--- config.mk ---
export PLATFORM = sky130hd
export DESIGN_NAME = pu_conv_mac
export DESIGN_NICKNAME = d
export VERILOG_FILES = /design/src/source/pu_arith_pkg.sv /design/src/source/pu_regs_pkg.sv /design/src/source/pu_conv_mac.sv
export SDC_FILE = /design/constraint.sdc
export NUM_CORES = 2
export LEC_CHECK = 0
export ABC_CLOCK_PERIOD_IN_PS = 9200
export BUFFER_PORTS_ARGS = -buffer_cell sky130_fd_sc_hd__buf_2
export CAP_MARGIN = 20
export CORE_MARGIN = 2
export CORE_UTILIZATION = 60
export DETAILED_ROUTE_END_ITERATION = 10
export PLACE_DENSITY = 0.79
export SLEW_MARGIN = 10
export SYNTH_ARGS = -nofsm -noshare
export SYNTH_HDL_FRONTEND = slang
export SYNTH_SLANG_ARGS = --single-unit
export TNS_END_PERCENT = 1
--- constraint.sdc ---
create_clock -name clk -period 9.2 [get_ports clk]
set_clock_uncertainty 0.05 [all_clocks]
set_input_delay 1.84 -clock clk [delete_from_list [all_inputs] [get_ports clk]]
set_output_delay 1.84 -clock clk [all_outputs]
set_load 0.05 [all_outputs]
--- src/source/pu_arith_pkg.sv ---
`default_nettype none

package pu_arith_pkg;

    // sample and weight width unless the top level overrides it
    localparam int DEFAULT_OP_WIDTH = 16;

    localparam int PRECISION_FRAC = 8; // fraction bits, products shift right by this

    localparam int ACC_WIDTH = 48; // sum of shifted products, low bits give the result

endpackage

`default_nettype wire

--- src/source/pu_regs_pkg.sv ---
`default_nettype none

package pu_regs_pkg;

    localparam int APB_ADDR_WIDTH = 8;
    localparam int APB_DATA_WIDTH = 32;

    localparam logic [APB_ADDR_WIDTH-1:0] CTRL_ADDR        = 8'h00;
    localparam logic [APB_ADDR_WIDTH-1:0] KWIDTH_ADDR      = 8'h04;
    localparam logic [APB_ADDR_WIDTH-1:0] IWIDTH_ADDR      = 8'h08;
    localparam logic [APB_ADDR_WIDTH-1:0] STATUS_ADDR      = 8'h0C; // read only
    localparam logic [APB_ADDR_WIDTH-1:0] WEIGHT_BASE_ADDR = 8'h20; // weight k at +4*k

    localparam int CTRL_START_BIT  = 0; // write 1 to start, reads 0
    localparam int CTRL_POOL_BIT   = 1;
    localparam int STATUS_BUSY_BIT = 0;
    localparam int STATUS_DONE_BIT = 1;

    localparam int IWIDTH_BITS = 12; // input row width field
    localparam int KWIDTH_BITS = 4;  // kernel width field

endpackage

`default_nettype wire

--- src/source/pu_conv_mac.sv ---
`default_nettype none

module pu_conv_mac
    import pu_arith_pkg::*, pu_regs_pkg::*;
#(
    parameter int OP_WIDTH   = 16,
    parameter int MAX_KERNEL = 8
)
(
    input  wire                            clk,
    input  wire                            reset,
    input  wire                            sample_valid,
    input  wire                            sample_last,
    input  wire signed [OP_WIDTH-1:0]      rd_data,
    input  wire signed [OP_WIDTH-1:0]      weights [MAX_KERNEL],
    input  wire [KWIDTH_BITS-1:0]          kernel_width,
    output logic                           conv_valid,
    output logic signed [OP_WIDTH-1:0]     conv_data,
    output logic                           conv_last
);

    localparam int PROD_WIDTH = 2 * OP_WIDTH;

    logic signed [OP_WIDTH-1:0]      window    [MAX_KERNEL];
    logic signed [OP_WIDTH-1:0]      next_win  [MAX_KERNEL];
    logic signed [PROD_WIDTH-1:0]    prod_next [MAX_KERNEL];
    logic signed [PROD_WIDTH-1:0]    prod_q    [MAX_KERNEL];
    logic signed [ACC_WIDTH-1:0]     acc;
    logic [KWIDTH_BITS-1:0]          fill_cnt;
    logic [KWIDTH_BITS:0]            fill_next;
    logic                            window_full;
    logic                            start_result;
    logic                            s1_valid;
    logic                            s1_last;

    assign fill_next    = {1'b0, fill_cnt} + 1'b1;
    assign window_full  = (fill_next >= {1'b0, kernel_width}); // this sample completes K
    assign start_result = sample_valid && window_full;

    // window slot 0 is the oldest of the newest K samples, new sample enters at K-1
    always_comb
    begin
        for (int i = 0; i < MAX_KERNEL; i++)
        begin
            if (i == int'(kernel_width) - 1)
                next_win[i] = rd_data;
            else if (i < MAX_KERNEL - 1)
                next_win[i] = window[i + 1];
            else
                next_win[i] = window[i];
        end
    end

    always_comb
    begin
        logic signed [PROD_WIDTH-1:0] full;
        for (int k = 0; k < MAX_KERNEL; k++)
        begin
            full = PROD_WIDTH'(weights[k]) * PROD_WIDTH'(next_win[k]);
            prod_next[k] = (k < int'(kernel_width)) ? (full >>> PRECISION_FRAC) : '0;
        end
    end

    always_comb
    begin
        acc = '0;
        for (int k = 0; k < MAX_KERNEL; k++)
            acc = acc + ACC_WIDTH'(prod_q[k]);
    end

    always_ff @(posedge clk)
    begin
        if (sample_valid)
            window <= next_win;
        if (start_result)
            prod_q <= prod_next; // stage 1
        if (s1_valid)
            conv_data <= acc[OP_WIDTH-1:0]; // stage 2, truncated sum
    end

    always_ff @(posedge clk)
    begin
        if (reset)
        begin
            fill_cnt   <= '0;
            s1_valid   <= 1'b0;
            s1_last    <= 1'b0;
            conv_valid <= 1'b0;
            conv_last  <= 1'b0;
        end
        else
        begin
            s1_valid   <= start_result;
            s1_last    <= sample_valid && sample_last;
            conv_valid <= s1_valid;
            conv_last  <= s1_valid && s1_last;
            if (sample_valid)
            begin
                if (sample_last)
                    fill_cnt <= '0; // next row starts empty
                else if (!window_full)
                    fill_cnt <= fill_next[KWIDTH_BITS-1:0];
            end
        end
    end

endmodule

`default_nettype wire

### Word level (Yosys, flattened, before mapping)

Cells that the tools add are included.

| cells by class | value |
|---|---|
| $add $sub $neg | 9 |
| $mul | 8 |
| div/mod/pow operators | 0 |
| magnitude comparators | 9 |
| equality and inequality tests | 8 |
| shifts and indexed selects | 0 |
| mux-type cells | 10 |
| bitwise operators | 0 |
| reductions and logical operators | 5 |

Operators by type and width:

| kind | number |
|---|---|
| $mul A16 B16 Y24 | 8 |
| $mux W16 | 8 |
| $add A16 B16 Y16 | 7 |
| $logic_not A32 Y1 | 1 |
| $eq A4 B5 Y1 const A | 4 |
| $lt A3 B4 Y1 const A | 4 |
| $eq A3 B5 Y1 const A | 2 |
| $lt A1 B4 Y1 const A | 2 |
| $lt A2 B4 Y1 const A | 2 |
| $mux W4 | 2 |
| $add A4 B1 Y5 const B | 1 |
| $eq A2 B5 Y1 const A | 1 |
| $ge A5 B4 Y1 | 1 |
| $sub A4 B1 Y5 const B | 1 |
| $logic_and A1 B1 Y1 | 3 |
| $ne A2 B2 Y1 const B | 1 |
| $reduce_and A2 Y1 | 1 |

| storage, ports and cells | value |
|---|---|
| bits in registers | 264 |
| latch bits | 0 |
| RAM bits | 0 |
| ROM bits | 0 |
| input bits | 152 |
| output and inout port bits | 18 |
| logic and storage cells | 70 |
| memories kept | 0 |

### Logic depth before layout (Yosys ltp)

| depth | value |
|---|---|
| depth after elaboration | 7 |
| gate-level depth with buffers | 29 |
| depth with buffers taken out | 25 |

### Worst setup path after synthesis

OpenSTA, ideal clock, no wires.

| path | value |
|---|---|
| kind | input -> register |
| from | input port kernel_width[3] |
| to | register prod_q[0] (netlist name) (enable) |
| setup time | 617 ps |
| data arrival time | 8243 ps |
| required time | 8533 ps |
| setup slack | 290 ps |
| stages | 7 |
| path buffers | 2 |
| path through | buf_4 > clkinv_1 > clkbuf_1 > ha_1 > nor2b_1 > a311oi_1 > nor2_1 |

| on the way | value |
|---|---|
| longest elaborated chain between the ends | 2 |

RTL lines:

| item | line | source |
|---|---|---|
| from (decl) | pu_conv_mac.sv:16 | `input wire [KWIDTH_BITS-1:0] kernel_width,` |
| $ge A5 B4 Y1 | pu_conv_mac.sv:37 | `assign window_full = (fill_next >= {1'b0, kernel_width});` |
| $logic_and A1 B1 Y1 | pu_conv_mac.sv:38 | `assign start_result = sample_valid && window_full;` |
| via start_result | pu_conv_mac.sv:32 | `logic start_result;` |
| to (signal assigned) | pu_conv_mac.sv:76 | `prod_q <= prod_next;` |
| to (decl) | pu_conv_mac.sv:27 | `logic signed [PROD_WIDTH-1:0] prod_q [MAX_KERNEL];` |

The timed path passes the listed nets, and every way through them passes these cells.
A chain may end at the register's enable or synchronous reset.

### Worst setup path after layout

| path | value |
|---|---|
| from | input port kernel_width[1] |
| to | register prod_q[175] (netlist name), data pin |

| on the way | value |
|---|---|
| longest elaborated chain between the ends | 4 |
| elaborated cells on any way between the ends | 5 |
| classes of those cells | add/sub (1); mul (1); order compare (1); eq/ne (1); mux (1) |

RTL lines:

| item | line | source |
|---|---|---|
| $sub A4 B1 Y5 | pu_conv_mac.sv:45 | `if (i == int'(kernel_width) - 1)` |
| $eq A3 B5 Y1 | pu_conv_mac.sv:45 |  |
| $mux W16 | pu_conv_mac.sv:45 |  |
| $mul A16 B16 Y24 | pu_conv_mac.sv:59 | `full = PROD_WIDTH'(weights[k]) * PROD_WIDTH'(next_win[k]);` |

Several ways; a longest one is shown, not always the timed one.

==> summary by stage <==
Floorplan
The core region is 119000 um2. Measured along the x axis, the die boundary spans 351 um. The die footprint is 123000 um2.

The initial core utilization is 0.603. During I/O placement, the number of pins put on the boundary was 170. Row generation in the floorplan step produced approximately 130 rows.

From bottom edge to top edge, the die measures around 350 um.

Setup path
Counting stages on the worst path, the most repeated cell is sky130_fd_sc_hd__fa_1. STA puts the critical path data arrival time at a little under 9 ns. The largest individual stage delay along the critical path comes from the cell sky130_fd_sc_hd__fa_1. The flop-to-flop setup slack is approximately 2.4 ns. Measured in cells, the most critical reg-to-reg path has a length of 20. The worst stage delay on the critical path is 0.55 ns. The kind of end point of the critical path is a flip-flop. The worst path required time is 9.43 ns. STA classifies the critical path startpoint as an input port. In this run the critical register-to-register path is launched from window[50]$_DFFE_PP_.

The origin of the worst setup path is kernel_width[1]. The maximum net fanout on the critical path is 14. The reg-to-reg critical path endpoint is prod_q[142]$_SDFFCE_PN0P_. The classification of the worst setup path is in -> reg.

Yosys
Synthesis instantiated 75 different standard cells from the library. The post-synthesis instance total is 7624. After synthesis, the share of flip-flops with an asynchronous set or reset is 0. The share of Yosys cell area claimed by the top area cell type is 0.437. The mapped netlist covers 72100 um2. For this run, the register share of the synthesized area comes to 0.109.

The Yosys step of the flow raised 0 warnings. The cell type with the largest total area after synthesis is sky130_fd_sc_hd__fa_1. After synthesis the netlist holds a flip-flop and latch count of ~260. In this run the mean area of a mapped cell was between 9 and 10 um2. Counting flops with a built-in enable in the synthesized netlist gives 256. After synthesis, the cell types taking the most area are sky130_fd_sc_hd__fa_1, sky130_fd_sc_hd__edfxtp_1, sky130_fd_sc_hd__inv_1, sky130_fd_sc_hd__ha_1, sky130_fd_sc_hd__and2_1. The dominant synthesized flop cell is sky130_fd_sc_hd__edfxtp_1. When the netlist entered floorplanning its net count stood at 9932.

Run
Max-cap violations in this run came to 0.

Timing
The final count of hold timing violations was 0. The final number of max-transition violations is 0. Setup violations remaining at the end of the flow were counted as 0. Dividing the final minimum period by the clock period gives 0.939. The transition at the pin with the smallest max-transition slack is 1.06 ns. Measured against its own limit, the worst slew margin works out to 0.294. Setup repair after global routing left no endpoint under its margin. Setup total negative slack on the finished layout was measured at 0 ns. Derived from the worst setup path, the maximum achievable clock frequency is 0.116 GHz. The final critical path time including I/O delays and setup is 8.64 ns.

Cells and area
The area taken by flip-flops and latches is between 7000 and 8000 um2. The layout overhead on the synthesized area is 5.34%. The final standard cell utilization of the core is 0.636. The count of non-filler cells in the finished layout is roughly 9300. In the final layout, the share of cells above drive strength 1 is 0.0623.

The area of the multi-input gates is 55500 um2. The most common library cell in the layout ignoring fill and taps is sky130_fd_sc_hd__inv_1. In the layout the commonest cells are sky130_fd_sc_hd__inv_1, sky130_fd_sc_hd__fa_1, sky130_fd_sc_hd__nand2_1. The filler cells instantiated in the layout total ~9600. The number of nets in the finished design is 9957.

Placed design
The number of I/O port buffers is roughly 170. The wire-length estimate of the detail-placed layout is 154000 um. Routability-driven placement finished with a final weighted congestion of ~0.96.

In this run, placement finished with an instance count of 9223.

CTS
The clock net in this run drives a total of around 260 sinks. The clock transition at the registers of the reported paths is about 0.07 ns. The CTS tree is built. The H-tree was split into 2 levels.

Once the clock tree was built, the resizer swapped 0 gates to a different size. The maximum clock path buffer count is 3. The number of clock buffers added by TritonCTS is 34. The buffer count from post-CTS setup fixing is 0. The library cell used as clock root buffer is sky130_fd_sc_hd__clkbuf_16.

After clock tree synthesis, the flow added hold-fix buffers numbering 0. The later pin in the worst-skew pair is clocked with a latency of 0.58 ns.

Routing
After detailed routing, the total wire length is 190000 um. After the first detailed-routing iteration, the DRC count stood at 4029. The number of antenna-violating nets in the routed design is 0. The first detailed-routing pass took 7 iterations.

After detailed routing, the number of vias per cell comes to around 5.5. In the routed design, unresolved DRC markers number 0. After detailed routing, the average wire length per cell comes to 20.4 um. The total via count in the routed design is 51500.

Hold path
The origin of the worst min-delay path is s1_last$_SDFF_PP0_. The worst hold endpoint is conv_last$_SDFF_PP0_. The kind of path behind the tightest hold check is reg -> reg.

The number of cells traversed by the worst hold path is 1.

Global route
The total overflow left after global routing is 0. The number of antenna violations at the first check in global routing is 28. The via count of the first global-routing pass is 56800.

The first global-routing pass estimated 307000 um of wire. Across every metal layer, demand over resource in global routing totals 0.325. The pin count of the biggest net entering global routing is roughly 130.

Outcome
The run finished with clean final reports.
[worst max-delay path by stage]
stage                     slack (ns)  cells past startpoint                   endpoint
final                           0.56                     25  prod_q[175]$_SDFFCE_PP0P_
after global routing            0.22                     25  prod_q[175]$_SDFFCE_PP0P_
after CTS                       0.74                     25  prod_q[175]$_SDFFCE_PP0P_
after detailed placement        0.17                     25  prod_q[175]$_SDFFCE_PP0P_
after global placement          0.26                     23   prod_q[78]$_SDFFCE_PP0P_
after floorplan                 0.29                      7    prod_q[0]$_SDFFCE_PN0P_
[Yosys cell counts, types with 4 or more instances]
library cell               count
sky130_fd_sc_hd__nand2b_1      8
sky130_fd_sc_hd__nand4_1      17
sky130_fd_sc_hd__nor2_1      199
sky130_fd_sc_hd__ha_1        581
sky130_fd_sc_hd__nor3b_1       7
sky130_fd_sc_hd__o21a_1       26
sky130_fd_sc_hd__xor2_1       83
sky130_fd_sc_hd__nand2_1     930
sky130_fd_sc_hd__edfxtp_1    256
sky130_fd_sc_hd__a211o_1       5
sky130_fd_sc_hd__and2_1      589
sky130_fd_sc_hd__a21oi_1      86
sky130_fd_sc_hd__buf_2         7
sky130_fd_sc_hd__a21o_1       45
sky130_fd_sc_hd__nor3_1       50
sky130_fd_sc_hd__a31oi_1      10
sky130_fd_sc_hd__nor4b_4       4
sky130_fd_sc_hd__nand3_1      23
sky130_fd_sc_hd__or3_1        14
sky130_fd_sc_hd__o21ai_0      36
sky130_fd_sc_hd__mux2_2      102
sky130_fd_sc_hd__or2_2        34
sky130_fd_sc_hd__o21bai_1      6
sky130_fd_sc_hd__a211oi_1      9
sky130_fd_sc_hd__clkbuf_1    248
sky130_fd_sc_hd__a21boi_0      5
sky130_fd_sc_hd__buf_4         6
sky130_fd_sc_hd__xnor2_1     217
sky130_fd_sc_hd__fa_1       1575
sky130_fd_sc_hd__a41oi_1       5
sky130_fd_sc_hd__nor2b_1     265
sky130_fd_sc_hd__inv_1      2048
sky130_fd_sc_hd__nor4_1        6
sky130_fd_sc_hd__o211ai_1      5
sky130_fd_sc_hd__buf_1        14
sky130_fd_sc_hd__dfxtp_1       8
sky130_fd_sc_hd__mux2i_1      27
sky130_fd_sc_hd__and3_1        9
[metal layers]
metal / global-route usage / share of wire / vias to the layer above
met5: 0 / 0.00079 / -
met4: 0.167 / 0.061 / 24
met3: 0.0707 / 0.094 / 632
met2: 0.537 / 0.48 / 2364
met1: 0.404 / 0.37 / 26200
li1: - / - / 22200
[flip-flops by register name (all words and copies together) (netlist names)]
register	flops
conv_data	16
conv_last	1
conv_valid	1
fill_cnt	4
prod_q	128
s1_last	1
s1_valid	1
window	112
[final cells by class]
cell class | instances | share of cell area
diodes | 12 | 0.000395
flip-flops and latches | 264 | 0.103
multi-input cells | 5034 | 0.731
repair buffers | 266 | 0.0216
clock inverters | 20 | 0.00422
well taps | 1612 | 0.0266
inverters | 2049 | 0.101
clock buffers | 40 | 0.0118
[metrics by stage]
| stage | setup WS [ns] | hold slack (ns) | area, um2 |
|---|---|---|---|
| floorplan | 0.290 | 0.356 | 72100 |
| global placement | 0.261 | 0.371 | 74700 |
| detailed placement | 0.165 | 0.382 | 74700 |
| CTS | 0.737 | 0.387 | 75900 |
| global route | 0.225 | 0.407 | 76000 |
| finish | 0.564 | 0.390 | 76000 |
[critical path, delay by kind of cell]
family | cells | cell delay (ns)
adder cells (fa/ha/maj) | 7 | 3.31
AO/OA/AOI/OAI | 5 | 1.42
buffers and inverters | 7 | 0.97
AND/OR/NAND/NOR | 5 | 0.85
multiplexers | 1 | 0.45
[cell families after synthesis]
| kind of cell | synth area share |
|---|---|
| buf+inv | 0.122 |
| simple gates | 0.150 |
| fa+ha+maj | 0.538 |
| xor+xnor | 0.0364 |
| compound gates | 0.0252 |
| flops | 0.109 |
| mux | 0.0200 |
Power is not shown: default switching activity piles up to over one toggle a cycle in this logic, so the estimate is an artifact.
